<file path="src/verilog/mspe_cfg.svh">
`ifndef MSPE_CFG_SVH
`define MSPE_CFG_SVH

// number of processing cores.
`define MSPE_CORES 4

// stream word width in bits.
`define MSPE_WORD_W 64

// longest payload a header may announce.
`define MSPE_MAX_LEN 255

`endif

</file>
<file path="src/verilog/mspe_pkg.sv">
package mspe_pkg;

`include "mspe_cfg.svh"

    // core index and per-core masks.
    typedef logic [$clog2(`MSPE_CORES)-1:0] core_id_t;
    typedef logic [`MSPE_CORES-1:0]         core_mask_t;

    typedef logic [`MSPE_WORD_W-1:0] word_t;
    typedef logic [31:0]             mem_addr_t;
    typedef logic [31:0]             coef_t;
    typedef logic [15:0]             pkt_len_t;

    // allocator waits for a request, then for the pointed core.
    typedef enum logic {
        alloc_idle,
        alloc_grant
    } alloc_state_t;

endpackage

</file>
<file path="src/verilog/core_simple_queue.sv">
`timescale 1ns/1ps
`include "mspe_cfg.svh"

module core_simple_queue import mspe_pkg::*; (
    input  logic     clk,
    input  logic     rst_n_i,
    input  logic     soft_rst_i,
    input  core_id_t enqueue_id_i,
    input  logic     enqueue_valid_i,
    output core_id_t current_id_o,
    output logic     current_valid_o,
    input  logic     current_consume_i
);

    localparam int queue_depth = `MSPE_CORES;

    core_id_t                     slots [queue_depth];
    core_id_t                     wr_ptr;
    core_id_t                     rd_ptr;
    logic [$clog2(queue_depth):0] count;
    logic                         pop;

    assign current_valid_o = (count != '0);
    assign current_id_o    = slots[rd_ptr];
    assign pop             = current_consume_i && current_valid_o;

    always_ff @(posedge clk) begin
        if (enqueue_valid_i) begin
            slots[wr_ptr] <= enqueue_id_i;
        end
    end

    always_ff @(posedge clk or negedge rst_n_i) begin
        if (!rst_n_i) begin
            wr_ptr <= '0;
            rd_ptr <= '0;
            count  <= '0;
        end else if (soft_rst_i) begin
            {wr_ptr, rd_ptr, count} <= '0;
        end else begin
            if (enqueue_valid_i) begin
                wr_ptr <= wr_ptr + 1'b1;
            end
            if (pop) begin
                rd_ptr <= rd_ptr + 1'b1;
            end
            count <= count + enqueue_valid_i - pop;
        end
    end

    assert property (@(posedge clk) disable iff (!rst_n_i)
        enqueue_valid_i |-> (count < queue_depth) || pop);

    assert property (@(posedge clk) disable iff (!rst_n_i)
        current_consume_i |-> current_valid_o);

endmodule

</file>
<file path="config.mk">
export PLATFORM = sky130hd
export DESIGN_NAME = core_simple_queue
export DESIGN_NICKNAME = d
export VERILOG_FILES = /design/src/verilog/mspe_pkg.sv /design/src/verilog/core_simple_queue.sv
export VERILOG_INCLUDE_DIRS = /design/src /design/src/verilog
export SDC_FILE = /design/constraint.sdc
export NUM_CORES = 1
export LEC_CHECK = 0
export ABC_AREA = 1
export BUFFER_PORTS_ARGS = -buffer_cell sky130_fd_sc_hd__buf_2
export CAP_MARGIN = 15
export CORE_UTILIZATION = 51
export CTS_BUF_LIST = sky130_fd_sc_hd__clkbuf_4
export DETAILED_ROUTE_END_ITERATION = 8
export PLACE_DENSITY = 0.75
export SLEW_MARGIN = 40
export SYNTH_ARGS = -nofsm -noshare
export SYNTH_HDL_FRONTEND = slang
export SYNTH_SLANG_ARGS = --single-unit
</file>
<file path="constraint.sdc">
create_clock -name clk -period 3.9 [get_ports clk]
set_input_delay 0 -clock clk [delete_from_list [all_inputs] [get_ports clk]]
set_output_delay 0 -clock clk [all_outputs]
set_load 0.005 [all_outputs]
</file>
# Word level (Yosys, flattened, before mapping)
# Memory sizes are Yosys's and may differ from the RTL's.
# Cells that the tools add are included.
# word_totals
ff_bits	7
latch_bits	0
mem_bits_rw	8
romBits	0
input_bits	7
out_inout_bits	3
wordCells	19
mem_count	1
# memory_table
memory	depth	width	rd	rd_clocked_by_memory_dff	wr	line_no	text
slots	4	2	1	0	1	core_simple_queue.sv:17	core_id_t slots [queue_depth];
# op_classes
addsub	4
n_mul	0
n_div	0
magnitude_cmp	0
n_eq_ne	0
shift	0
n_mux	7
bitwise_logic	0
n_reduce_logical	4
# op_table
op	n
$mux W2	4
$add A2 B1 Y2 const B	2
$reduce_bool A2 Y1	2
$add A3 B1 Y3	1
$mux W3	1
$reduce_bool A3 Y1	1
$sub A3 B1 Y3	1
$mux W1	2
$logic_and A1 B1 Y1	1

# Logic depth before layout (Yosys ltp)
# logic_depth
depth_word	4
ltp_mapped	12

# Worst setup path before layout
# No wires, ideal clock.
# synth_path
path_kind	register -> register
start	reg count[1]
end	reg count[2]
setup_time_ps	117
arrival_ps	1702
slack_ps	2081
stages_incl_launch_ff	12
path_cell_list	dfrtp_1 nor2_2 nand2_2 nand2_1 inv_1 ha_1 inv_1 ha_1 inv_1 fa_1 nor2_1 nor2_1
# synth_between
elab_chain_len	4
word_cells_on_any_way	5
classes_between	add/sub (2); mux (1); reduce/logical (2)
# synth_rtl
element	line_no	text
from (decl)	core_simple_queue.sv:20	logic [$clog2(queue_depth):0] count;
from (signal assigned)	core_simple_queue.sv:47	count <= count + enqueue_valid_i - pop;
$reduce_bool A3 Y1	core_simple_queue.sv:23	assign current_valid_o = (count != '0);
named net current_valid_o	core_simple_queue.sv:11	output logic current_valid_o,
$logic_and A1 B1 Y1	core_simple_queue.sv:25	assign pop = current_consume_i && current_valid_o;
$sub A3 B1 Y3	core_simple_queue.sv:47	
$mux W3	core_simple_queue.sv:38	end else if (soft_rst_i) begin
# The timed path passes the listed nets, and every way through them passes these cells.
# A chain may end at the register's enable or synchronous reset.

# Worst setup path after layout
# layout_path
start	reg count[1]
end	reg count[2]
# layout_between
elab_chain_len	4
word_cells_on_any_way	5
classes_between	add/sub (2); mux (1); reduce/logical (2)
# layout_rtl
element	line_no
branches (longest 2 deep; another with $add A3 B1 Y3)	n/a
$sub A3 B1 Y3 (*)	core_simple_queue.sv:47
$mux W3 (*)	core_simple_queue.sv:38
# Every way passes the cells marked *.

==> impl_metrics.env <==
export IMPL_outcome="finished clean"
export IMPL_multi_input_area_sq_um=270.3
export IMPL_synth_cells=77
export IMPL_initial_utilization=0.5629
export IMPL_ioPinCount=10
export IMPL_hpwl_um=862.2
export IMPL_postCtsSetupRepairBufs=0
export IMPL_layout_nets=109
export IMPL_tns_ps=0
export IMPL_final_cell_mix="15 x inv_1, 12 x nor2_1, 11 x nand2_1"
export IMPL_crit_required_ps=4120
export IMPL_finalMaxSlewViolations=0
export IMPL_tightest_slew_ps=241.3
export IMPL_endpoint_kind="flip-flop"
export IMPL_start_kind="flip-flop"
export IMPL_placed_cell_area_sq_um=809.5
export IMPL_seq_area_frac_synth=0.5533
export IMPL_antenna_cells=0
export IMPL_yosysWarnings=0
export IMPL_clkSinkCount=15
export IMPL_final_util=0.6651
export IMPL_clock_skew_ps=2.160
export IMPL_path_cells="nor2_2, nand2_2, nand2_1, inv_1, ha_1, inv_1, ha_1, inv_1, fa_1, nand2_1, nand2_1, nor2_1"
export IMPL_grt_pass1_wl_um=1835
export IMPL_grt_pass1_vias=488
export IMPL_io_buffers=9
export IMPL_core_sq_um=1334
export IMPL_cp_slowest_cell="dfrtp_1"
export IMPL_hold_depth=2
export IMPL_fillers=108
export IMPL_syn_area_sq_um=750.7
export IMPL_fin_area_sq_um=887.1
export IMPL_leakage_nw=0.4573
export IMPL_clock_path_buffers=2
export IMPL_powerDensity_nw_per_um2=518.5
export IMPL_h_tree_depth=1
export IMPL_ctsHoldBuffers=5
export IMPL_dr_pass1_iters=2
export IMPL_ff2ff_path_depth=12
export IMPL_insertion_delay_ps=280
export IMPL_die_h_um=40.37
export IMPL_die_area_sq_um=1629
export IMPL_drive_above_1_share=0.1702
export IMPL_rsz0062_at_grt="false"
export IMPL_path_max_fanout=4
export IMPL_final_cells=109
export IMPL_cts_tree="yes"
export IMPL_final_common_cell="inv_1"
export IMPL_grt_total_usage=0.1815
export IMPL_routed_wl_um=1149
export IMPL_fp_dieW_um=40.37
export IMPL_cts_root_buf="clkbuf_4"
export IMPL_fmax_ghz=0.5176
export IMPL_globalRouteOverflowTotal=0
export IMPL_ir_worst_vdd_mv=0.4177
export IMPL_cts_buffers=3
export IMPL_clk_pin_slew_ps=90
export IMPL_area_delta_synth_final_pct=18.17
export IMPL_crit_type="flip-flop to flip-flop"
export IMPL_cts_repair_resized=0
export IMPL_grt_max_degree=10
export IMPL_rows=13
export IMPL_layout_area_seq_sq_um=415.4
export IMPL_crit_arrival_ps=2160
export IMPL_hp_class="primary input to flip-flop"
export IMPL_vias=523
export IMPL_slew_headroom=0.8391
export IMPL_antenna_found_initial=0
export IMPL_wl_per_cell_um=10.54
export IMPL_final_setup_viol_count=0
export IMPL_syn_area_per_cell_sq_um=9.750
export IMPL_max_stage_delay_ps=430
export IMPL_hold_viol=0
export IMPL_finalCritPeriodShare=0.4954
export IMPL_gp_congestion=0.7461
export IMPL_placedCellCount=100
export IMPL_drc=0
export IMPL_drv_cap=0
export IMPL_hold_ws_ps=14.65
export IMPL_ys_ff_latch=15
export IMPL_period_minus_slack_ps=1932
export IMPL_vias_per_cell=4.798
export IMPL_drtIter0Drc=10
export IMPL_antenna_left=0
export IMPL_synthDistinctLibCells=17
export IMPL_syn_num_nets=91
## through the flow
step	total power [W]	worst slack [ps]
after floorplan	0.0003255	2081
after global placement	0.0003659	2004
after detailed placement	0.0003721	1979
after CTS	0.0004621	1957
after global routing	0.0004983	1815
final	0.0004599	1968
## layer usage
layer / share of wire / GRT usage / wire length, um
met1: 0.45 / 0.1835 / 518
met2: 0.49 / 0.3413 / 565
met3: 0.034 / 0.03333 / 39
met4: 0.023 / 0.1000 / 26
met5: 0 / 0 / 0
## final cells by class
type	count	area share
Clock buffer	3	0.02539
Multi-Input combinational cell	45	0.3047
Timing Repair Buffer	14	0.1072
Clock inverter	1	0.005642
Inverter	16	0.06770
Tap cell	15	0.02116
Sequential cell	15	0.4683
## state kept, by name (all words and copies together) (netlist names)
| register | flops |
|---|---|
| count | 3 |
| slots | 8 |
| wr_ptr | 2 |
| rd_ptr | 2 |
## cells by family (layout without fill, tap and decap cells)
kind of cell	Yosys count	in the layout	synth area share
AND/OR/NAND/NOR	30	30	0.1683
adder cells (fa/ha/maj)	7	7	0.1267
XOR/XNOR	1	1	0.01167
AO/OA/AOI/OAI	7	7	0.05334
flip-flops	15	15	0.5533
buffers and inverters	17	34	0.08665
## Yosys cell counts
cell type  number  area, sq um
nand3_1         3        15.01
nor2_2          1        6.260
fa_1            1        20.02
nand2_2         1        6.260
ha_1            6        75.07
nand2_1        11        41.29
o21ai_0         4        20.02
nor2_1         12        45.04
dfrtp_1         7        175.2
buf_2           1        5.000
inv_2           1        3.750
edfxtp_1        8        240.2
xnor2_1         1        8.760
nand4_1         2        12.51
o31ai_1         1        7.510
inv_1          15        56.30
o22ai_1         2        12.51
## worst max-delay path: cells and delay by family (launching register included)
kind	cells	cell delay, ps
adders and majority gates	3	760
and+or+nand+nor	6	530
DFF	1	430
buffers and inverters	3	150
## path summary, 6_finish.rpt
path	from	endpoint	slack, ps
max	count[1]	count[2]	1970
min	enqueue_valid_i	wr_ptr[1]	10
max reg2reg	count[1]	count[2]	1970
min reg2reg	wr_ptr[1]	wr_ptr[1]	620
max in group asynchronous	rst_n_i	wr_ptr[1]	3660
min in group asynchronous	rst_n_i	rd_ptr[0]	80
## power by group
group           total, W  switching (W)  internal (W)
Sequential      0.000214      0.0000221      0.000191
Combinational   0.000159      0.0000891     0.0000697
Clock          0.0000875      0.0000494     0.0000381
Power figures use the tool's default switching activity.
