## src/verilog/mspe_cfg.svh

```systemverilog
`ifndef MSPE_CFG_SVH
`define MSPE_CFG_SVH

// number of processing cores.
`define MSPE_CORES 4

// stream word width in bits.
`define MSPE_WORD_W 64

// longest payload a header may announce.
`define MSPE_MAX_LEN 255

`endif

```

## src/verilog/mspe_pkg.sv

```systemverilog
package mspe_pkg;

`include "mspe_cfg.svh"

    // core index and per-core masks.
    typedef logic [$clog2(`MSPE_CORES)-1:0] core_id_t;
    typedef logic [`MSPE_CORES-1:0]         core_mask_t;

    typedef logic [`MSPE_WORD_W-1:0] word_t;
    typedef logic [31:0]             mem_addr_t;
    typedef logic [31:0]             coef_t;
    typedef logic [15:0]             pkt_len_t;

    // allocator waits for a request, then for the pointed core.
    typedef enum logic {
        alloc_idle,
        alloc_grant
    } alloc_state_t;

endpackage

```

## src/verilog/sum_core.sv

```systemverilog
`timescale 1ns/1ps

module sum_core import mspe_pkg::*; (
    input  logic  clk,
    input  logic  rst_n_i,
    input  logic  core_reset_i,
    input  logic  run_i,
    input  coef_t coef_i,
    input  logic  coef_we_i,
    input  logic  snk_valid_i,
    input  logic  snk_sop_i,
    input  logic  snk_eop_i,
    input  word_t snk_data_i,
    output logic  halt_o,
    input  logic  src_req_i,
    input  logic  src_ready_i,
    output logic  src_valid_o,
    output logic  src_sop_o,
    output logic  src_eop_o,
    output word_t src_q_o
);

    word_t    sum;
    word_t    product;
    pkt_len_t count;
    coef_t    coef;
    logic     run_seen;
    logic     eop_seen;
    logic     beat;

    // halts once both run and the last payload word have arrived.
    assign halt_o    = run_seen && eop_seen;
    assign product   = sum * word_t'(coef);
    assign src_sop_o = src_valid_o && !beat;
    assign src_eop_o = src_valid_o && beat;
    assign src_q_o   = beat ? product : {16'b0, count, coef};

    always_ff @(posedge clk) begin
        if (coef_we_i) begin
            coef <= coef_i;
        end
        if (snk_valid_i) begin
            sum   <= snk_sop_i ? snk_data_i : sum + snk_data_i;
            count <= snk_sop_i ? 16'd1 : count + 1'b1;
        end
    end

    always_ff @(posedge clk or negedge rst_n_i) begin
        if (!rst_n_i) begin
            run_seen    <= 1'b0;
            eop_seen    <= 1'b0;
            src_valid_o <= 1'b0;
            beat        <= 1'b0;
        end else if (core_reset_i) begin
            {run_seen, eop_seen, src_valid_o, beat} <= '0;
        end else begin
            if (run_i) begin
                run_seen <= 1'b1;
            end
            if (snk_valid_i && snk_eop_i) begin
                eop_seen <= 1'b1;
            end
            if (src_req_i) begin
                src_valid_o <= 1'b1;
                beat        <= 1'b0;
            end else if (src_valid_o && src_ready_i) begin
                // second beat accepted ends the packet.
                src_valid_o <= !beat;
                beat        <= !beat;
            end
        end
    end

endmodule

```

## config.mk

```make
export PLATFORM = sky130hd
export DESIGN_NAME = sum_core
export DESIGN_NICKNAME = d
export VERILOG_FILES = /design/src/verilog/mspe_pkg.sv /design/src/verilog/sum_core.sv
export VERILOG_INCLUDE_DIRS = /design/src /design/src/verilog
export SDC_FILE = /design/constraint.sdc
export NUM_CORES = 2
export LEC_CHECK = 0
export BUFFER_PORTS_ARGS = -buffer_cell sky130_fd_sc_hd__buf_4
export CAP_MARGIN = 20
export CELL_PAD_IN_SITES_DETAIL_PLACEMENT = 0
export CELL_PAD_IN_SITES_GLOBAL_PLACEMENT = 1
export CORE_MARGIN = 4
export CORE_UTILIZATION = 40
export CTS_CLUSTER_SIZE = 25
export DETAILED_ROUTE_END_ITERATION = 16
export PLACE_DENSITY = 0.69
export SLEW_MARGIN = 20
export SYNTH_ARGS = -nofsm -noshare
export SYNTH_HDL_FRONTEND = slang
export SYNTH_SLANG_ARGS = --single-unit
```

## constraint.sdc

```tcl
create_clock -name clk -period 22.3 [get_ports clk]
set_input_delay 1.115 -clock clk [delete_from_list [all_inputs] [get_ports clk]]
set_output_delay 1.115 -clock clk [all_outputs]
set_load 0.05 [all_outputs]
```

# Word level (Yosys, flattened, before mapping)
# Cells that the tools add are included.
# classes
mux,11
mul,1
n_reduce_logical,9
n_addsub,2
# ops
cell,count
$mux W64,2
$add A64 B64 Y64,1
$mul A64 B32 Y64,1
$add A16 B1 Y16 const B,1
$mux W1,9
$logic_and A1 B1 Y1,5
$reduce_bool A2 Y1,2
$reduce_bool A3 Y1,1
$logic_not A1 Y1,1
# totals
in_bits,106
ff_bits,116
wordCells,30
out_inout_bits,68

# Depth between registers and ports, before layout
# depth
ltp_word,4
depth_mapped,29
depth_no_buf,26

# Worst setup path before layout
# No wires, ideal clock.
# synth_path
path_type,register to output
start,register coef[2]
end,output port src_q_o[47]
t_required_ns,21.185
path_buffers,2
slack_ns,13.201
path_stages_with_launch,29
arrival_time_ns,7.984
cell_sequence,edfxtp_1 clkbuf_1 clkbuf_1 nand2_1 fa_1 inv_1 fa_1 inv_1 fa_1 fa_1 inv_1 fa_1 inv_1 fa_1 inv_1 fa_1 fa_1 ha_1 a21o_1 nor3_1 a21oi_1 a221oi_1 and3_1 a21boi_1 o21ai_0 o21bai_1 a21oi_1 xor2_1 mux2i_1
# synth_between
elab_chain_cells,2
# synth_rtl
element,line_no,rtl
from (decl),sum_core.sv:26,coef_t coef;
from (signal assigned),sum_core.sv:40,coef <= coef_i;
$mul A64 B32 Y64,sum_core.sv:33,assign product = sum * word_t'(coef);
$mux W64,sum_core.sv:36,"assign src_q_o = beat ? product : {16'b0, count, coef};"
to (decl),sum_core.sv:20,output word_t src_q_o
# No other way between the ends.

# Worst setup path after layout
# Same ends and word-level chain as after synthesis.

==> impl_metrics.ini <==
[timing]
finalHoldViolations = 0
slew-limit-headroom_pct = 24.54
finalSetupViolations = 0
post-route-min-period_ps = 11230
slew_violations = 0
worst-slew-pin-transition_ps = 1120
finClkSkew_ps = 21.78
fin_tns_setup_ps = 0
layout_worst_path_cycle_share_pct = 50.34
final.hold.worst_slack_ps = 419.1
achievable-frequency_mhz = 89.09
grt_setup_unrepaired = false

[job]
maxCapViolations = 0

[drt]
via_per_inst = 5.256
drc_errors = 0
num_vias = 40910
antenna_left = 0
firstDrtPassIters = 6
initialDrtViolationCount = 2953
drt-wirelength-per-cell_um = 22.97
totalWireLength_um = 178800

[clock_network]
post_cts_hold_buffer_count = 0
clock_edge_transition_at_the_registers_on_the_reported_setup_and_hold_paths_ps = 70
cts_tree = built
cts.sink_count = 116
cts.path.max_buffers = 2
postCtsResizedCells = 0
clock_tree.htree_level_count = 4
cts_setup_buffers = 0
cts_made_buffers = 17
clkLatencyLatePin_ps = 480
root_buffer_selected_by_cts = clkbuf_16

[floorplanning]
die_outline_area_mm2 = 0.1422
boundaryPins = 174
core_area_mm2 = 0.1355
die_w_um = 377.2
fp.dieH_um = 377.2
floorplan.initialDensity_pct = 40.24
fp-row-count = 135

[synth]
yosys.area_share.xor_xnor_pct = 2.956
synth_enable_flop_cells = 112
synth-async-reset-ratio_pct = 3.448
yosysUniqueCellTypes = 81
synth_top_family_by_area = adder cells
yosys.area_share.adder_pct = 55.30
synthesis.nets = 7757
yosysSeqAreaShare_pct = 6.353
synthSimpleGateAreaFrac_pct = 16.92
mapped_avg_cell_area_um2 = 8.991
synth_top_flop_cell = edfxtp_1
synth_compound_area_share_pct = 5.745
synth.cell_area_mm2 = 0.05451
synth_warnings = 0
ys_ff_latch = 116
multiplexer_share_of_the_synthesized_area_pct = 1.044
synthCells = 6063

[placed_design]
detailed_place_hpwl_um = 140000
finalWeightedCongestion = 0.9168
placedCellCount = 7748
placed_cell_area_mm2 = 0.05743
placement.io_buffers = 173

[worst_setup_path]
critical-path-slowest-cell = a221oi_1
critPathArrivalTime_ps = 10110
path_type_of_the_worst_setup_path = flip-flop to output pin
crit_path_start_kind = flip-flop
crit_path_max_fanout = 44
worstRegToRegCells = 13
timing.critical_path.mode_cell = fa_1
worstSetupEndpointType = output pin
cp_slowest_stage_delay_ps = 800
critPathRequiredTime_ps = 21190

[layout]
final-instance-count-excl-fill = 7784
drive_gt1_share_pct = 6.567
postLayoutCellArea_mm2 = 0.05806
nets = 7681
area.growth.synth_to_final_pct = 6.516

[grt]
grt_max_degree = 86
wire_length_of_the_first_global_routing_pass_um = 276700
first_global_vias = 43520
grt.total_usage_pct = 25.85
initial_antenna_violation_count = 9
grt-ovfl-total = 0

[min_path]
hp_class = input port to async pin

[outcome]
outcome = finished clean
final timing paths:
check	from	end	slack (ps)
setup / recovery	coef[2]$_DFFE_PP_	src_q_o[47]	11070
hold / removal	rst_n_i	beat$_DFFE_PN0P_	420
setup reg to reg	sum[0]$_DFFE_PP_	sum[30]$_DFFE_PP_	17350
hold reg to reg	eop_seen$_DFFE_PN0P_	eop_seen$_DFFE_PN0P_	490
max in group asynchronous	rst_n_i	beat$_DFFE_PN0P_	21770
min in group clk	eop_seen$_DFFE_PN0P_	eop_seen$_DFFE_PN0P_	490
cell usage after synthesis, drive strengths merged (3+ instances only):
cell / n / area share [%]
and3: 24 / 0.28
o21bai: 21 / 0.29
a41oi: 5 / 0.080
a211o: 4 / 0.064
nand3: 33 / 0.30
xor2: 74 / 1.2
a211oi: 13 / 0.20
edfxtp: 112 / 6.2
nor3: 13 / 0.12
a21o: 84 / 1.2
o31ai: 6 / 0.092
buf: 10 / 0.071
o211ai: 9 / 0.12
nand2: 1091 / 7.5
mux2: 47 / 0.97
a21boi: 9 / 0.13
dfrtp: 4 / 0.18
nand4: 25 / 0.31
o2111ai: 3 / 0.048
nor2b: 12 / 0.14
a31oi: 13 / 0.16
o211a: 3 / 0.055
fa: 1369 / 50
o41ai: 3 / 0.083
and2: 622 / 7.1
clkbuf: 367 / 2.5
inv: 1318 / 9.1
or2: 7 / 0.080
mux2i: 4 / 0.073
o21a: 13 / 0.18
o21ai: 128 / 1.2
o22ai: 3 / 0.034
nor2: 80 / 0.55
a21oi: 135 / 1.3
a221oi: 7 / 0.12
a31o: 8 / 0.13
and4: 4 / 0.064
ha: 219 / 5.0
nand3b: 3 / 0.041
or3: 4 / 0.046
xnor2: 110 / 1.8
nand2b: 14 / 0.16
through the flow:
| stage | util [%] | worst slack (ps) |
|---|---|---|
| global placement | 42.40 | 11670 |
| finish | 42.86 | 11070 |
| CTS | 42.84 | 11080 |
| floorplan | - | 13200 |
| detailed placement | 42.40 | 11580 |
| global route | 42.86 | 10530 |
registers in the layout, summed over array words and instances (netlist names):
name	count
beat	1
coef	32
count	16
eop_seen	1
run_seen	1
src_valid_o	1
sum	64
worst max-delay path, delay by kind of cell (launching register included):
| kind | cells | cell delay (ps) |
|---|---|---|
| fa+ha+maj | 9 | 4020 |
| compound gates | 7 | 2450 |
| buf+inv | 7 | 1220 |
| flops | 1 | 790 |
| simple gates | 3 | 590 |
| mux | 1 | 460 |
| xor+xnor | 1 | 80 |
layout by cell type (no fill, tap or decap), drive strengths merged, types with 110 or more instances in the layout:
cell type,n
fa,1369
inv,1328
nand2,1091
and2,622
buf,282
ha,219
a21oi,135
o21ai,128
edfxtp,112
xnor2,110
metal layers:
metal | GRT usage [%] | up-vias | wire length (µm)
met2 | 42.34 | 1365 | 84150
met4 | 5.776 | 0 | 4464
met3 | 3.658 | 190 | 11890
met5 | 0 | - | 0
li1 | - | 17570 | -
met1 | 36.58 | 21780 | 78260
final cells by class:
type / instances / area [µm²]
tap: 1781 / 2228
inverter: 1318 / 4947
sequential: 116 / 3467
fill: 13540 / 77400
antenna: 3 / 7.507
multi-input combinational: 4252 / 44680
clock buffer: 17 / 425.4
timing repair buffer: 282 / 2125
clock inverter: 15 / 181.4
logic make-up (layout without fill, tap and decap cells):
group	Yosys count	count (layout)
simple gates	1943	1943
xor+xnor	184	184
mux	51	51
flops	116	116
fa+ha+maj	1588	1588
buf+inv	1695	1632
other cells	0	3
compound gates	486	486
Power is left out: the tool's default activity adds up to more than one toggle a clock period on the data nets, which glitch-free logic cannot reach.
