==> src/verilog/mspe_cfg.svh <==
`ifndef MSPE_CFG_SVH
`define MSPE_CFG_SVH

// number of processing cores.
`define MSPE_CORES 4

// stream word width in bits.
`define MSPE_WORD_W 64

// longest payload a header may announce.
`define MSPE_MAX_LEN 255

`endif

==> src/verilog/mspe_pkg.sv <==
package mspe_pkg;

`include "mspe_cfg.svh"

    // core index and per-core masks.
    typedef logic [$clog2(`MSPE_CORES)-1:0] core_id_t;
    typedef logic [`MSPE_CORES-1:0]         core_mask_t;

    typedef logic [`MSPE_WORD_W-1:0] word_t;
    typedef logic [31:0]             mem_addr_t;
    typedef logic [31:0]             coef_t;
    typedef logic [15:0]             pkt_len_t;

    // allocator waits for a request, then for the pointed core.
    typedef enum logic {
        alloc_idle,
        alloc_grant
    } alloc_state_t;

endpackage

==> src/verilog/data_loader.sv <==
`timescale 1ns/1ps

module data_loader import mspe_pkg::*; (
    input  logic        clk,
    input  logic        rst_n_i,
    input  logic        soft_rst_i,
    input  logic        kick_i,
    input  mem_addr_t   base_addr_i,
    input  core_id_t    target_core_i,
    output logic        busy_o,
    output coef_t       coef_o,
    output core_mask_t  coef_we_o,
    input  logic        m0_waitrequest_i,
    input  logic [31:0] m0_readdata_i,
    input  logic        m0_readdatavalid_i,
    output logic [2:0]  m0_burstcount_o,
    output mem_addr_t   m0_address_o,
    output logic        m0_read_o,
    output logic [3:0]  m0_byteenable_o
);

    typedef enum logic [1:0] {
        ld_idle,
        ld_req,
        ld_wait
    } load_state_t;

    load_state_t state;
    core_id_t    target;

    assign busy_o          = (state != ld_idle);
    assign m0_burstcount_o = 3'd1;
    assign m0_byteenable_o = 4'hf;

    always_ff @(posedge clk) begin
        if (state == ld_idle && kick_i) begin
            m0_address_o <= base_addr_i;
            target       <= target_core_i;
        end
        if (state == ld_wait && m0_readdatavalid_i) begin
            coef_o <= m0_readdata_i;
        end
    end

    always_ff @(posedge clk or negedge rst_n_i) begin
        if (!rst_n_i) begin
            state     <= ld_idle;
            m0_read_o <= 1'b0;
            coef_we_o <= '0;
        end else if (soft_rst_i) begin
            state <= ld_idle;
            {m0_read_o, coef_we_o} <= '0;
        end else begin
            coef_we_o <= '0;
            case (state)
                ld_idle: begin
                    if (kick_i) begin
                        m0_read_o <= 1'b1;
                        state     <= ld_req;
                    end
                end
                // held until the slave accepts.
                ld_req: begin
                    if (!m0_waitrequest_i) begin
                        m0_read_o <= 1'b0;
                        state     <= ld_wait;
                    end
                end
                ld_wait: begin
                    if (m0_readdatavalid_i) begin
                        coef_we_o[target] <= 1'b1;
                        state             <= ld_idle;
                    end
                end
                default: state <= ld_idle;
            endcase
        end
    end

    // a stalled read keeps its request and address.
    assert property (@(posedge clk) disable iff (!rst_n_i || soft_rst_i)
        (m0_read_o && m0_waitrequest_i) |=> (m0_read_o && $stable(m0_address_o)));

endmodule

==> config.mk <==
export PLATFORM = sky130hd
export DESIGN_NAME = data_loader
export DESIGN_NICKNAME = d
export VERILOG_FILES = /design/src/verilog/mspe_pkg.sv /design/src/verilog/data_loader.sv
export VERILOG_INCLUDE_DIRS = /design/src /design/src/verilog
export SDC_FILE = /design/constraint.sdc
export NUM_CORES = 1
export LEC_CHECK = 0
export ABC_AREA = 1
export BUFFER_PORTS_ARGS = -buffer_cell sky130_fd_sc_hd__clkbuf_2
export CORE_ASPECT_RATIO = 1.4
export CORE_MARGIN = 2
export CORE_UTILIZATION = 45
export CTS_CLUSTER_SIZE = 8
export DETAILED_ROUTE_END_ITERATION = 16
export PLACE_DENSITY = 0.85
export SYNTH_ARGS = -nofsm -noshare
export SYNTH_HDL_FRONTEND = slang
export SYNTH_SLANG_ARGS = --single-unit
==> constraint.sdc <==
create_clock -name clk -period 7.4 [get_ports clk]
set_input_delay 0.74 -clock clk [delete_from_list [all_inputs] [get_ports clk]]
set_output_delay 0.74 -clock clk [all_outputs]
set_load 0.01 [all_outputs]
* Yosys cells after proc, flatten, opt, wreduce, memory -nomap -nowiden
Cells that the tools add are included.
W data, S select, Z words.
** Word-level totals
- Register bits :: 73
- Input port bits :: 72
- Output and inout port bits :: 77
- Logic and storage cells :: 35
** Operators by class
- Order comparisons :: 2
- Eq/ne operators :: 5
- Mux-type cells :: 14
- Reductions and logical operators :: 8
** Operator list (count)
- $mux W4 :: 3
- $ne A3 B3 Y1 const B :: 3
- $mux W2 :: 4
- $pmux W2 S3 :: 1
- $reduce_and A3 Y1 :: 2
- $mux W1 :: 4
- $logic_and A1 B1 Y1 :: 3
- $lt A2 B3 Y1 const B :: 1
- $reduce_bool A3 Y1 :: 1
- $demux W1 S2 :: 1
- $eq A2 B1 Y1 const B :: 1
- $eq A2 B2 Y1 const B :: 1
- $ge A2 B1 Y1 const B :: 1
- $logic_not A2 Y1 :: 1
- $pmux W1 S2 :: 1
- $reduce_bool A2 Y1 :: 1

* Logic depth before layout (Yosys ltp)
- Depth in word-level cells :: 7
- Gate-level depth with buffers :: 7
- Gate-level depth less buffers :: 7

* Least setup slack after synthesis
Ideal clock, no wire load.
- Path kind :: input -> register
- Start point :: in kick_i
- End point :: reg m0_address_o[0], enable pin
- Arrival :: 2208 ps
- Data required time :: 6975 ps
- Path slack :: 4767 ps
- Stages on the path :: 2
- Path buffers :: 0
- Cell sequence :: inv_1 > nor2_1
** On the way
- Cells in the longest elaborated chain, start to end :: 1
** Ends and longest elaborated chain
- start: declaration :: RTL line data_loader.sv:7 : input logic kick_i,
- $logic_and A1 B1 Y1 :: RTL line data_loader.sv:36 : if (state == ld_idle && kick_i) begin
- end signal: assignment :: RTL line data_loader.sv:37 : m0_address_o <= base_addr_i;
- end: declaration :: RTL line data_loader.sv:17 : output mem_addr_t m0_address_o,
Every way passes these cells.
A chain may end at the register's enable or synchronous reset.

* Worst setup path in the final report
- Start point :: reg state[0]
- End point :: out busy_o
** On the way
- Cells in the longest elaborated chain, start to end :: 1
** Ends and longest elaborated chain
- start: declaration :: RTL line data_loader.sv:28 : load_state_t state;
- start signal: assignment :: RTL line data_loader.sv:47 : state <= ld_idle;
- start signal: assignment :: RTL line data_loader.sv:51 : state <= ld_idle;
- start signal: assignment :: RTL line data_loader.sv:59 : state <= ld_req;
- $reduce_bool A2 Y1 :: RTL line data_loader.sv:31 : assign busy_o = (state != ld_idle);
- end: declaration :: RTL line data_loader.sv:10 : output logic busy_o,
Every way passes these cells.

==> results.json <==
{
  "irDropWorstVdd_v": 0.000198,
  "required_ns": 6.66,
  "rows": 31,
  "clk_pin_slew_ns": 0.07,
  "final_layout_fill_cell_count": 386,
  "worst_path_largest_cell_delay_ns": 0.41,
  "global_route_wire_length_before_repair_um": 7030,
  "maximum_number_of_pins_on_one_net_before_global_route_repair": 35,
  "worst_path_max_delay_cell": "sky130_fd_sc_hd__dfrtp_1",
  "path_delay_family": "flip-flops",
  "synth_largest_type_area_fraction_pct": 83.9,
  "first_global_vias": 1489,
  "detailed_place_hpwl_um": 3770,
  "drt_first_iter_violations": 122,
  "boundaryPins": 149,
  "detail_route.first_pass.iterations": 4,
  "finalNetCount": 338,
  "worstPathCellList": "nor2_1 -> inv_1 -> clkbuf_2",
  "cts_setup_buffers": 0,
  "share_of_the_synthesized_netlist_area_taken_by_xor_and_xnor_gates_pct": 0,
  "yosysSeqAreaShare_pct": 91.3,
  "cell_count_after_synthesis": 116,
  "worst_slew_pin_slew_ns": 1.11,
  "cts_tree": "done",
  "clock_tree.htree_level_count": 3,
  "grt_antenna_before_repair": 0,
  "fin_max_slew_vios": 0,
  "global_route.usage.total_pct": 16.9,
  "synth-compound-area-share_pct": 0,
  "fp.dieArea_um2": 5860,
  "horizontal_extent_of_the_die_um": 65.3,
  "syn-cell-area_um2": 2360,
  "placed_area_um2": 3130,
  "timing.final.hold_violations": 0,
  "antenna-diode-count": 0,
  "setup.worst_path.start_class": "register",
  "most-common-layout-cells": "sky130_fd_sc_hd__clkbuf_2 (141), sky130_fd_sc_hd__edfxtp_1 (66), sky130_fd_sc_hd__nand2_1 (10)",
  "power.leakage_uw": 0.00150,
  "slew_margin_rel_pct": 25.9,
  "synth.mux.area_fraction_pct": 0,
  "buffer_ports.inserted": 141,
  "num_vias": 1515,
  "post_synth.cell_area_avg_um2": 20.4,
  "cts.sink_count": 73,
  "max-clock-path-buffers": 2,
  "synth_top_family_by_area": "simple AND/OR/NAND/NOR gates",
  "final.period_utilization_pct": 25.9,
  "ys_ff_latch": 73,
  "cts_root_cell": "sky130_fd_sc_hd__clkbuf_8",
  "synth.distinct_cells": 14,
  "synth.yosys.warnings": 0,
  "cp.buffers_inverters": 2,
  "cp_data_arrival_time_ns": 1.17,
  "gr-total-overflow": 0,
  "critPathCaptureType": "primary output",
  "die-height_um": 89.8,
  "min_period_ns": 1.91,
  "status": "finished, final reports clean",
  "critical_path.max_fanout": 3,
  "clkLatencyLatePin_ns": 0.34,
  "drc": 0,
  "final_weighted_congestion_in_routability_driven_placement": 0.690,
  "post_route_setup_tns_ns": 0,
  "core_region_um2": 5120,
  "criticalPathCategory": "reg2out",
  "max_freq_mhz": 523,
  "finClkSkew_ns": 0.00416,
  "unrepaired_setup_endpoints_after_global_routing": "false",
  "avgViaCountPerCell": 4.50,
  "timing.final.setup_violations": 0,
  "synthAdderAreaFrac_pct": 0,
  "drive_above_1_share_pct": 59.0,
  "synth.area.top_cells": "sky130_fd_sc_hd__edfxtp_1 (84%), sky130_fd_sc_hd__dfrtp_1 (7.4%), sky130_fd_sc_hd__buf_4 (2.2%)",
  "powerDensity_nw_per_um2": 250,
  "holdCritPathClass": "in2async",
  "initial_utilization_pct": 46.2,
  "post_cts.resized_instances": 0,
  "flow.area_growth_from_synthesis_pct": 39.5,
  "stdcell_area_um2": 3300,
  "layout.cells.most_common": "sky130_fd_sc_hd__clkbuf_2",
  "synth_simple_gate_area_share_pct": 4.76,
  "number_of_buffers_inserted_by_hold_repair_at_cts": 0,
  "synthDominantAreaCellType": "sky130_fd_sc_hd__edfxtp_1",
  "route.antenna.remaining_nets": 0,
  "postRouteWirelength_um": 4640,
  "drv.max_cap_violation_count": 0,
  "cts_made_buffers": 9,
  "detail_route.wl_per_cell_um": 13.8
}
## kinds of logic (layout without fill, tap and decap cells)
logic type	Yosys count	after routing
buf+inv	16	166
flops	73	73
other cells	2	7
simple gates	25	25
## path summary, 6_finish.rpt
path                            slack, ns           end  cells past startpoint       from
worst max register to register       5.55    coef_o[16]                      3   state[0]
worst max-delay path                 5.49        busy_o                      3   state[0]
min in group clk                     0.49  coef_we_o[2]                      1  target[0]
worst min-delay path                 0.22  coef_we_o[2]                      1    rst_n_i
max in group asynchronous            7.02      state[0]                      1    rst_n_i
worst min register to register       0.49  coef_we_o[2]                      1  target[0]
## through the flow
step | hold WS [ns] | util [%] | power, uW | instances | worst slack [ns]
5_1_grt | 0.210 | 64.4 | 863 | 337 | 5.37
4_1_cts | 0.210 | 64.4 | 835 | 337 | 5.47
6_report | 0.221 | 64.4 | 824 | 337 | 5.49
2_1_floorplan | 0.436 | - | 529 | 121 | 4.77
3_5_place_dp | 0.479 | 61.0 | 574 | 321 | 5.23
3_3_place_gp | 0.464 | 61.0 | 571 | 321 | 5.31
## layout make-up
cell class                      instances  area [um2]  share of cell area (%)
Clock inverter                          6        45.0                    1.37
Tap cell                               66        82.6                    2.50
Sequential cell                        73        2160                    65.4
Inverter                                9        33.8                    1.02
Timing Repair Buffer                  141         706                    21.4
Multi-Input combinational cell         32         146                    4.44
Clock buffer                           10         128                    3.87
## state kept, by name (all words and copies together), names as in the netlist
name	count
coef_o	32
m0_address_o	32
coef_we_o	4
state	2
target	2
m0_read_o	1
## metal layers
layer / vias up / routed length, um / GRT usage (%)
met5: - / 0 / 0
met4: 0 / 173 / 12.3
met3: 16 / 706 / 9.76
met2: 123 / 2070 / 24.4
met1: 670 / 1690 / 18.2
li1: 706 / - / -
## worst register-to-register path, stage by stage (launching register included)
cell and delay (ns):
sky130_fd_sc_hd__dfrtp_1 0.41, sky130_fd_sc_hd__nor2_2 0.15, sky130_fd_sc_hd__nand2_2 0.09, sky130_fd_sc_hd__inv_1 0.81
## synth_stat cells
cell type	count
sky130_fd_sc_hd__edfxtp_1	66
sky130_fd_sc_hd__nor3_1	2
sky130_fd_sc_hd__buf_4	7
sky130_fd_sc_hd__nor4_1	2
sky130_fd_sc_hd__conb_1	2
sky130_fd_sc_hd__dfrtp_1	7
sky130_fd_sc_hd__nand3_1	1
sky130_fd_sc_hd__inv_2	1
sky130_fd_sc_hd__nor2_1	6
sky130_fd_sc_hd__nand4_1	2
sky130_fd_sc_hd__nor2_2	1
sky130_fd_sc_hd__nand2_1	10
sky130_fd_sc_hd__nand2_2	1
sky130_fd_sc_hd__inv_1	8
## power breakdown
part | internal, uW | switching (uW) | leakage, uW
clock network | 121 | 140 | 0.0000668
registers | 480 | 8.00 | 0.000711
logic | 29.7 | 45.0 | 0.000718
total | 631 | 193 | 0.00150
No activity file was read; power rests on OpenSTA's default activity.
