$ cat src/verilog/mspe_cfg.svh
`ifndef MSPE_CFG_SVH
`define MSPE_CFG_SVH

// number of processing cores.
`define MSPE_CORES 4

// stream word width in bits.
`define MSPE_WORD_W 64

// longest payload a header may announce.
`define MSPE_MAX_LEN 255

`endif

$ cat src/verilog/mspe_pkg.sv
package mspe_pkg;

`include "mspe_cfg.svh"

    // core index and per-core masks.
    typedef logic [$clog2(`MSPE_CORES)-1:0] core_id_t;
    typedef logic [`MSPE_CORES-1:0]         core_mask_t;

    typedef logic [`MSPE_WORD_W-1:0] word_t;
    typedef logic [31:0]             mem_addr_t;
    typedef logic [31:0]             coef_t;
    typedef logic [15:0]             pkt_len_t;

    // allocator waits for a request, then for the pointed core.
    typedef enum logic {
        alloc_idle,
        alloc_grant
    } alloc_state_t;

endpackage

$ cat src/verilog/core_simple_assignment.sv
`timescale 1ns/1ps

module core_simple_assignment import mspe_pkg::*; (
    input  logic     clk,
    input  logic     rst_n_i,
    input  logic     soft_rst_i,
    input  logic     core_request_i,
    input  logic     core_release_i,
    input  core_id_t released_core_id_i,
    output logic     core_valid_o,
    output core_id_t core_id_o
);

    alloc_state_t state;
    core_mask_t   busy;
    core_mask_t   set_mask;
    core_mask_t   clr_mask;
    core_id_t     ptr;
    logic         grant;

    // strict round robin, the pointed core is granted once free.
    assign grant = (state == alloc_grant) && !busy[ptr];

    always_comb begin
        set_mask = '0;
        clr_mask = '0;
        set_mask[ptr] = grant;
        clr_mask[released_core_id_i] = core_release_i;
    end

    always_ff @(posedge clk or negedge rst_n_i) begin
        if (!rst_n_i) begin
            state        <= alloc_idle;
            busy         <= '0;
            ptr          <= '0;
            core_valid_o <= 1'b0;
            core_id_o    <= '0;
        end else if (soft_rst_i) begin
            state <= alloc_idle;
            {busy, ptr, core_valid_o, core_id_o} <= '0;
        end else begin
            busy         <= (busy & ~clr_mask) | set_mask;
            core_valid_o <= grant;
            case (state)
                alloc_idle: begin
                    if (core_request_i) begin
                        state <= alloc_grant;
                    end
                end
                alloc_grant: begin
                    if (grant) begin
                        core_id_o <= ptr;
                        ptr       <= ptr + 1'b1;
                        state     <= alloc_idle;
                    end
                end
                default: state <= alloc_idle;
            endcase
        end
    end

    // a core handed back by the top level was granted before.
    assert property (@(posedge clk) disable iff (!rst_n_i || soft_rst_i)
        core_release_i |-> busy[released_core_id_i]);

endmodule

$ cat config.mk
export PLATFORM = sky130hd
export DESIGN_NAME = core_simple_assignment
export DESIGN_NICKNAME = d
export VERILOG_FILES = /design/src/verilog/mspe_pkg.sv /design/src/verilog/core_simple_assignment.sv
export VERILOG_INCLUDE_DIRS = /design/src /design/src/verilog
export SDC_FILE = /design/constraint.sdc
export NUM_CORES = 1
export LEC_CHECK = 0
export BUFFER_PORTS_ARGS = -buffer_cell sky130_fd_sc_hd__buf_4
export CAP_MARGIN = 20
export CORE_AREA = 2 2 39 41
export DETAILED_ROUTE_END_ITERATION = 8
export DIE_AREA = 0 0 41 43
export PLACE_DENSITY_LB_ADDON = 0.2
export SLEW_MARGIN = 20
export SYNTH_ARGS = -nofsm -noshare
export SYNTH_HDL_FRONTEND = slang
export SYNTH_SLANG_ARGS = --single-unit
$ cat constraint.sdc
create_clock -name clk -period 1.3 [get_ports clk]
set_clock_uncertainty 0.15 [all_clocks]
set_input_delay 0.26 -clock clk [delete_from_list [all_inputs] [get_ports clk]]
set_output_delay 0.26 -clock clk [all_outputs]
set_load 0.1 [all_outputs]
-- Word level (Yosys, flattened, before mapping)
Index checks and enable logic that the tools add are counted.
- mux-type cells: 18
- reductions and logical operators: 7
- magnitude comparators: 4
- bitwise gates (word level): 6
- add/subtract/negate cells: 1
- operator list (kind ; number):
    4-bit AND ; 3
    2-bit 2-to-1 mux ; 6
    1-bit 2-to-1 mux ; 7
    2-bit by 3-bit < comparator with 1-bit output, second input constant ; 2
    1-bit demux with 2-bit select ; 2
    2-bit by 1-bit >= comparator with 1-bit output, second input constant ; 2
    4-bit 2-to-1 mux ; 1
    4-bit inverter ; 1
    4-bit OR ; 1
    2-bit nonzero test ; 2
    1-bit logical AND ; 3
    2-bit by 1-bit adder with 2-bit output, second input constant ; 1
    1-bit binary-select mux with 2-bit select ; 1
    1-bit one-hot mux with 2 select lines ; 1
    2-bit AND reduction ; 1
    1-bit zero test ; 1
    1-bit inverter ; 1
- output and inout port bits: 3
- word-level logic and storage cells: 41
- register bits after elaboration: 10

-- Longest topological paths before layout
Gate-level depths: netlist of the first run.
- depth in word-level cells: 9
- mapped depth: 4
- depth with buffers taken out: 4

-- Worst setup path after synthesis of the first run
No wires, ideal clock.
- path kind: reg2reg
- start: register, netlist name core_id_o[0]
- end: register core_id_o[0]
- data arrival time: 1295 ps
- data required time: 1072 ps
- setup time: 78 ps
- path slack: -223 ps
- cell stages (with the launch flop): 3
- path buffers: 0
- period minus slack after synthesis: 1523 ps
- cell sequence: dfrtp_1 a21bo_1 a21oi_1
- RTL lines (what ; line ; source):
    end signal: assignment ; core_simple_assignment.sv:52 ; core_id_o <= ptr;
    end: declaration ; core_simple_assignment.sv:11 ; output core_id_t core_id_o

-- Worst setup path in the final report of the first run
- start: register ptr[1]
- end: register state
- cells in the longest elaborated chain, start to end: 7
- RTL lines (what ; line ; source):
    start: declaration ; core_simple_assignment.sv:18 ; core_id_t ptr;
    start signal: assignment ; core_simple_assignment.sv:53 ; ptr <= ptr + 1'b1;
    1-bit binary-select mux with 2-bit select ; core_simple_assignment.sv:22 ; assign grant = (state == alloc_grant) && !busy[ptr];
    1-bit 2-to-1 mux (not written as such) ; core_simple_assignment.sv:22 ;
    1-bit zero test ; core_simple_assignment.sv:22 ;
    1-bit logical AND ; core_simple_assignment.sv:22 ;
    1-bit 2-to-1 mux ; core_simple_assignment.sv:51 ; if (grant) begin
    1-bit one-hot mux with 2 select lines ; core_simple_assignment.sv:44 ; case (state)
    1-bit 2-to-1 mux ; core_simple_assignment.sv:38 ; end else if (soft_rst_i) begin
    end signal: assignment ; core_simple_assignment.sv:39 ; state <= alloc_idle;
    end signal: assignment ; core_simple_assignment.sv:47 ; state <= alloc_grant;
    end signal: assignment ; core_simple_assignment.sv:54 ; state <= alloc_idle;
    end: declaration ; core_simple_assignment.sv:14 ; alloc_state_t state;
No other way between the ends. The select of a mux whose other input is x is not followed.
A chain may end at the register's enable or synchronous reset.

==> impl_metrics.csv, run 1 <==
group,metric,value,unit
synthesis,ys_seq_area_frac,0.432,
global_routing,grt_pass1_vias,412,
pwr,p_int,0.000607,W
die,dieArea,1760,sq um
pwr,leakagePower,0.342,nW
die,die_x,41,microns
setup_path,arrival,1.42,ns
timing,worst_slew_pin_slew,0.307,ns
drt,drc,0,
global_routing,antenna_found_initial,0,
hold_path,holdCritPathClass,"primary input to flip-flop",
drt,num_vias,470,
setup_path,cp-end-kind,"flip-flop",
placed_design,dp_slack,-0.0998,ns
die,row_count,14,
placed_design,hpwl,862,microns
pwr,combPwrFrac,0.267,
cts,cts_max_path_buffers,2,
setup_path,worstRegToRegCells,3,
drt,dr.pass1.iters,4,
synthesis,syn_area_per_cell,10.3,sq um
placed_design,postPlaceCellArea,718,sq um
layout,layout-drive-gt1-share,0.384,
die,die_h,43,microns
cts,root_buffer,"clkbuf_4",
hold_path,min_to,"core_id_o[0]",
layout,nNetsFinal,85,
setup_path,crit_path_max_fanout,7,
timing,hold_viol,0,
pwr,switchingPower,0.000275,W
pwr,sequentialPowerShare,0.405,
outcome,outcome,"complete, but fails checks",
layout,finish.utilization,0.566,
timing,drv_slew,0,
timing,rsz0062_at_grt,"true",
cts,ctsHtreeMaxLevel,1,
synthesis,synth-seq-cells,10,
layout,syn2layout_area_growth,35.2,%
pwr,switching_share,0.312,
layout,nFillCells,126,
placed_design,portBuffers,9,
timing,fmax,711,MHz
drt,wl,1180,microns
drt,viasPerCell,5.28,
global_routing,grt.total_usage,0.158,
cts,cts_num_sinks,10,
die,ioPinCount,10,
setup_path,r2r_setup_slack,-0.11,ns
hold_path,hold_depth,2,
synthesis,synth_cell_types,24,
cts,cts_buffers,3,
timing,timing.final.crit_period,1.41,ns
layout,layout_commonest_cell,"buf_4",
drt,wire_per_inst,13.2,microns
timing,hold_ws,0.0701,ns
timing,layout_setup_ws,-0.106,ns
die,core_area,1380,sq um
outcome,violations,"negative setup slack",
synthesis,syn_nets,67,
timing,relSlewSlack,0.791,
layout,layout_common_cells,"buf_4 (11), dfrtp_1 (7), nand3_1 (6)",
global_routing,grt_pass1_wl,1770,microns
cts,clock_latency,0.27,ns
setup_path,start_kind,"flip-flop",
setup_path,r2r_start,"ptr[1]",
timing,period_share,1.08,
setup_path,r2r_end,"state",
drt,drt_iter0_drc,26,
cts,clk_pin_slew,0.07,ns
setup_path,critical_path_class,"flip-flop to flip-flop",
timing,setup_viol,10,
layout,multi_input_comb_area,339,sq um
layout,area.sequential,254,sq um
layout,n_antenna_cell,0,
drt,ant_nets,0,
layout,final_area,783,sq um
setup_path,crit_required,1.31,ns
placed_design,gp_congestion,0.835,
cts,postCtsSetupBuffers,0,
synthesis,netlist_instances,56,
global_routing,grt_max_degree,12,
global_routing,grt-ovfl-total,0,
pwr,ir_worst_vdd,0.000623,V
pwr,powerDensity,1130,nW/um^2
flow_run,drv_cap,0,
cts,tritoncts,"yes",
synthesis,ys_warn_count,0,
die,initial_core_util,0.419,
synthesis,syn_area,579,sq um
hold_path,hold_path_startpoint,"soft_rst_i",
pwr,power.share.clock,0.328,
==> registers in the layout, indices dropped and copies added, names as in the netlist <==
signal and cells:
busy 4, core_id_o 2, ptr 2, core_valid_o 1
state 1
==> worst max-delay path: stages (launching register included) <==
cell and delay [ns]:
dfrtp_2 0.46, mux2i_4 0.37, a22oi_4 0.15, nor3b_2 0.17
==> cell families (layout without fill, tap and decap cells) <==
group                      count (synthesis)  count (layout)  synth area share
and+or+nand+nor                           22              22             0.214
AOI/OAI and AO/OA                         12              12             0.160
DFF                                       10              10             0.432
adders and majority gates                  4               4            0.0864
muxes                                      4               4            0.0821
buffers and inverters                      4              21            0.0259
==> Yosys cell counts, drive strengths merged <==
library cell | count | area [sq um]
or2b | 1 | 7.51
mux2i | 4 | 47.6
ha | 4 | 50.1
a22oi | 1 | 21.3
a21o | 1 | 8.76
a21oi | 3 | 15.0
a31oi | 3 | 18.8
nand2 | 4 | 15.0
nand3b | 1 | 7.51
dfrtp | 10 | 250
nand2b | 3 | 18.8
a32oi | 1 | 8.76
nand3 | 6 | 30.0
buf | 1 | 3.75
clkbuf | 1 | 3.75
nor2b | 1 | 6.26
inv | 2 | 7.51
and2 | 1 | 6.26
nand4 | 2 | 12.5
nor3b | 1 | 12.5
o21ai | 2 | 10.0
nor2 | 2 | 7.51
a21bo | 1 | 10.0
==> per-layer routing <==
layer,wire length [microns],global-route usage,vias to the layer above
li1,-,-,235
met1,498,0.198,214
met2,572,0.225,16
met3,70,0.0314,5
met4,36,0.120,0
met5,0,0,-
==> worst max path at each step <==
stage | from | end | slack [ns]
after floorplan | ptr[1] | state | -0.04
after global placement | ptr[1] | state | -0.06
after detailed placement | ptr[1] | state | -0.1
after CTS | ptr[1] | core_id_o[1] | -0.11
after global routing | ptr[1] | busy[1] | -0.17
final | ptr[1] | state | -0.11
==> power by group through the flow <==
stage                     registers [W]  clock network, W  logic [W]
after floorplan                0.000398                 0   0.000115
after global placement         0.000362                 0   0.000224
after detailed placement       0.000363                 0   0.000225
after CTS                      0.000357          0.000298   0.000229
after global routing           0.000361          0.000307   0.000252
final                          0.000357          0.000289   0.000235
==> layout make-up <==
type                       count  share of cell area
sequential                    10               0.324
multi-input combinational     42               0.433
inverter                       2             0.00958
tap                           16              0.0256
timing repair buffer          15               0.161
clock buffer                   4              0.0463
==> through the flow <==
stage	std cells	power, W	setup TNS (ns)
after floorplan	56	0.000513	-0.0732
after global placement	84	0.000587	-0.298
after detailed placement	84	0.000588	-0.537
after CTS	89	0.000884	-0.658
after global routing	89	0.000920	-1.30
final	89	0.000882	-0.583
==> timing repair <==
item                       CTS  global route
hold buffers                 1             0
hold endpoints to repair    10             0
pin swaps                    5             4
setup endpoints to repair   12            11
gates resized for setup      2             3
(Power assumes the default switching activity.)
==> run 2: changes to the inputs <==
==> constraint.sdc (replaced) <==
create_clock -name clk -period 1.6 [get_ports clk]
set_clock_uncertainty 0.15 [all_clocks]
set_input_delay 0.32 -clock clk [delete_from_list [all_inputs] [get_ports clk]]
set_output_delay 0.32 -clock clk [all_outputs]
set_load 0.02 [all_outputs]
==> run 2 against run 1 <==
Against the previous run:
- power is 32% lower
- utilization is 4.4 points lower
- global-route usage is 1.1 points lower
- critical endpoint is now ptr[1]
- hold slack better by 0.096 ns
- the run now ends clean
- setup slack better by 0.25 ns
- via count is 2.3% lower
- design area is 7.8% lower
==> impl_metrics.csv, run 2 (synthesis gave the netlist of run 1 again) <==
group,metric,value,unit
cts,cts_max_path_buffers,2,
cts,clk_pin_slew,0.06,ns
cts,cts_num_sinks,10,
die,core_area,1380,sq um
hold_path,holdCritPathClass,"primary input to flip-flop",
outcome,outcome,"finished clean",
layout,nNetsFinal,84,
timing,worst_slew_pin_slew,0.272,ns
cts,cts_buffers,3,
drt,wire_per_inst,12.6,microns
layout,layout_common_cells,"buf_4 (13), dfrtp_1 (10), nand3_1 (6)",
timing,timing.final.crit_period,1.46,ns
setup_path,arrival,1.49,ns
pwr,ir_worst_vdd,0.000509,V
placed_design,hpwl,831,microns
flow_run,drv_cap,0,
die,die_x,41,microns
die,row_count,14,
placed_design,dp_slack,0.139,ns
global_routing,grt.total_usage,0.146,
die,dieArea,1760,sq um
timing,layout_setup_ws,0.141,ns
timing,fmax,685,MHz
global_routing,grt_max_degree,12,
drt,ant_nets,0,
pwr,powerDensity,833,nW/um^2
die,initial_core_util,0.419,
layout,layout_commonest_cell,"buf_4",
drt,viasPerCell,5.28,
global_routing,grt_pass1_vias,427,
layout,syn2layout_area_growth,24.6,%
setup_path,crit_required,1.63,ns
drt,wl,1090,microns
timing,drv_slew,0,
timing,period_share,0.912,
cts,tritoncts,"yes",
cts,ctsResizeCount,0,
cts,ctsHtreeMaxLevel,1,
drt,dr.pass1.iters,4,
setup_path,cp-end-kind,"flip-flop",
cts,clock_latency,0.25,ns
timing,rsz0062_at_grt,"false",
layout,layout-drive-gt1-share,0.296,
drt,num_vias,459,
setup_path,crit_path_max_fanout,7,
placed_design,portBuffers,9,
timing,hold_viol,0,
timing,setup_tns,0,ns
pwr,leakagePower,0.326,nW
layout,largest_reg_flops,4,
die,die_h,43,microns
die,ioPinCount,10,
drt,drt_iter0_drc,9,
layout,reg.largest.list,"busy (4), core_id_o (2), ptr (2)",
cts,root_buffer,"clkbuf_4",
placed_design,gp_congestion,0.766,
layout,regMostFlops,"busy",
global_routing,antenna_found_initial,0,
global_routing,grt-ovfl-total,0,
pwr,total_power,0.000602,W
drt,drc,0,
setup_path,start_kind,"flip-flop",
timing,setup_viol,0,
setup_path,critical_path_class,"flip-flop to flip-flop",
global_routing,grt_pass1_wl,1780,microns
cts,postCtsSetupBuffers,0,
timing,relSlewSlack,0.819,
layout,n_antenna_cell,0,
## run 2: repair_timing
action                                  CTS  global route
endpoints found under the setup margin    0             0
endpoints found under the hold margin    10             0
hold buffers                              1             0
## run 2: cell type report
class / count / area (sq um)
fill: 136 / 662
multi-input combinational: 42 / 314
sequential: 10 / 250
timing repair buffer: 14 / 108
clock buffer: 3 / 22.5
tap: 16 / 20.0
inverter: 2 / 7.51
## run 2: final timing paths
check,slack (ns),cells after the start,end,startpoint
max in group asynchronous,0.88,2,busy[1],rst_n_i
max reg2reg,0.14,4,ptr[1],ptr[1]
min,0.17,2,state,soft_rst_i
min in group asynchronous,0.28,2,ptr[0],rst_n_i
max,0.14,4,ptr[1],ptr[1]
min reg2reg,0.40,2,core_id_o[1],core_id_o[1]
## run 2: stage by stage
step                hold WS (ns)  cell area, sq um   util  cells
detailed placement       0.00902               689  0.498     83
finish                     0.166               722  0.522     87
global placement         0.00787               689  0.498     83
global route               0.160               722  0.522     87
floorplan                 -0.126               579      -     56
CTS                        0.154               722  0.522     87
## run 2: layer usage
| layer | share of wire | GRT usage | vias up |
|---|---|---|---|
| li1 | - | - | 234 |
| met1 | 0.48 | 0.203 | 218 |
| met2 | 0.48 | 0.222 | 7 |
| met3 | 0.038 | 0.0314 | 0 |
| met4 | 0 | 0.0400 | 0 |
| met5 | 0 | 0 | - |
## run 2: worst max-delay path, cell delays in order, from the launching register on
cell and delay [ns]:
dfrtp_1 0.46, mux2i_2 0.18, buf_4 0.17, a22oi_4 0.23, mux2i_1 0.20
## run 2: report_power, final
part           leakage (nW)  total, W  switching, W  internal (W)
logic                 0.176  0.000152     0.0000761     0.0000759
clock network        0.0138  0.000161     0.0000745     0.0000863
registers             0.137  0.000289     0.0000183      0.000271
==> run 3: changes to the inputs <==
--- a/config.mk
+++ b/config.mk
@@ -9,9 +9,10 @@
 export BUFFER_PORTS_ARGS = -buffer_cell sky130_fd_sc_hd__buf_4
 export CAP_MARGIN = 20
 export CORE_AREA = 2 2 39 41
+export CTS_BUF_LIST = sky130_fd_sc_hd__clkbuf_4
 export DETAILED_ROUTE_END_ITERATION = 8
 export DIE_AREA = 0 0 41 43
-export PLACE_DENSITY_LB_ADDON = 0.2
+export PLACE_DENSITY = 0.72
 export SLEW_MARGIN = 20
 export SYNTH_ARGS = -nofsm -noshare
 export SYNTH_HDL_FRONTEND = slang
==> run 3 against run 2 <==
Against the previous run:
- setup slack worse by 0.051 ns
- highest routed layer is now met4
- utilization down 0.54 points
- design area down 1.0%
- critical endpoint unchanged
- combinational power down 4%
- largest cell class unchanged
==> impl_metrics.csv, run 3 (synthesis gave the netlist of run 1 again) <==
group,metric,value,unit
timing,setup_viol,0,
die,die_h,43,microns
drt,num_vias,476,
layout,n_antenna_cell,0,
pwr,leakagePower,0.321,nW
placed_design,hpwl,841,microns
drt,viasPerCell,5.53,
setup_path,slowest_delay,0.47,ns
timing,setup_tns,0,ns
placed_design,dp_slack,0.0846,ns
flow_run,drv_cap,0,
die,initial_core_util,0.419,
cts,cts_buffers,3,
timing,fmax,662,MHz
layout,layout-drive-gt1-share,0.286,
pwr,ir_worst_vdd,0.000488,V
layout,nNetsFinal,83,
setup_path,path_buf_inv,1,
placed_design,gp_congestion,0.794,
layout,finish.utilization,0.516,
timing,rsz0062_at_grt,"false",
setup_path,cp-end-kind,"flip-flop",
die,row_count,14,
placed_design,portBuffers,9,
drt,ant_nets,0,
die,die_x,41,microns
global_routing,grt-ovfl-total,0,
setup_path,critical_path_class,"flip-flop to flip-flop",
layout,layout_common_cells,"buf_4 (12), dfrtp_1 (10), nand3_1 (6)",
die,dieArea,1760,sq um
die,ioPinCount,10,
setup_path,crit_required,1.63,ns
timing,hold_viol,0,
cts,ctsHtreeMaxLevel,1,
setup_path,worst_path_max_delay_cell,"dfrtp_1",
setup_path,crit_path_max_fanout,7,
drt,drt_iter0_drc,6,
timing,layout_setup_ws,0.0901,ns
timing,relSlewSlack,0.824,
cts,clk_pin_slew,0.06,ns
global_routing,grt.total_usage,0.162,
cts,cts_max_path_buffers,2,
global_routing,grt_pass1_vias,416,
timing,drv_slew,0,
layout,reg.largest.list,"busy (4), core_id_o (2), ptr (2)",
die,core_area,1380,sq um
setup_path,cp_top_family,"flip-flops",
drt,drc,0,
cts,tritoncts,"yes",
setup_path,path_cells,"mux2i_2 -> buf_4 -> a22oi_4 -> mux2i_1",
timing,worst_slew_pin_slew,0.264,ns
cts,cts_num_sinks,10,
drt,dr.pass1.iters,4,
pwr,powerDensity,850,nW/um^2
cts,ctsResizeCount,0,
global_routing,grt_max_degree,12,
layout,largest_reg_flops,4,
layout,syn2layout_area_growth,23.3,%
global_routing,grt_pass1_wl,1820,microns
outcome,outcome,"finished clean",
cts,clock_latency,0.26,ns
drt,wire_per_inst,13.2,microns
layout,regMostFlops,"busy",
drt,wl,1130,microns
setup_path,arrival,1.54,ns
hold_path,holdCritPathClass,"primary input to flip-flop",
setup_path,start_kind,"flip-flop",
timing,period_share,0.944,
global_routing,antenna_found_initial,0,
layout,layout_commonest_cell,"buf_4",
cts,root_buffer,"clkbuf_4",
timing,timing.final.crit_period,1.51,ns
-- run 3: area by class of cell --
type	count	area, sq um
fill	140	669
tap	16	20.0
inverter	2	7.51
multi-input combinational	42	314
sequential	10	250
timing repair buffer	13	100
clock buffer	3	22.5
-- run 3: worst paths after layout --
| path | start | endpoint | slack (ns) | depth (start not counted) |
|---|---|---|---|---|
| min in group asynchronous | rst_n_i | busy[2] | 0.27 | 2 |
| worst max-delay path | ptr[1] | ptr[1] | 0.09 | 4 |
| max in group asynchronous | rst_n_i | busy[1] | 0.89 | 2 |
| worst min-delay path | soft_rst_i | ptr[0] | 0.15 | 2 |
| worst max register to register | ptr[1] | ptr[1] | 0.09 | 4 |
| worst min register to register | core_id_o[1] | core_id_o[1] | 0.40 | 2 |
-- run 3: power breakdown --
| part | total, W | leakage, nW | switching, W | internal (W) |
|---|---|---|---|---|
| Sequential | 0.000290 | 0.137 | 0.0000192 | 0.000270 |
| Clock | 0.000171 | 0.0138 | 0.0000841 | 0.0000869 |
| Combinational | 0.000146 | 0.170 | 0.0000751 | 0.0000713 |
| Total | 0.000607 | 0.321 | 0.000178 | 0.000429 |
-- run 3: metal layers --
metal | GRT usage | part of all wire | up-vias
met1 | 0.207 | 0.46 | 231
li1 | - | - | 231
met4 | 0.120 | 0.032 | 0
met5 | 0 | 0 | -
met3 | 0.0314 | 0.034 | 4
met2 | 0.231 | 0.47 | 10
-- run 3: per-stage QoR --
step                      hold WS (ns)  instances  instance area (sq um)  power (W)
after floorplan                 -0.126         56                    579   0.000381
final                            0.151         86                    714   0.000607
after global placement         0.00647         82                    682   0.000435
after global routing             0.159         86                    714   0.000638
after detailed placement       0.00829         82                    682   0.000440
after CTS                        0.145         86                    714   0.000616
-- run 3: repair_timing --
action | 4_1_cts | 5_1_grt
hold endpoints to repair | 10 | 0
hold buffers | 1 | 0
setup buffers | 0 | 0
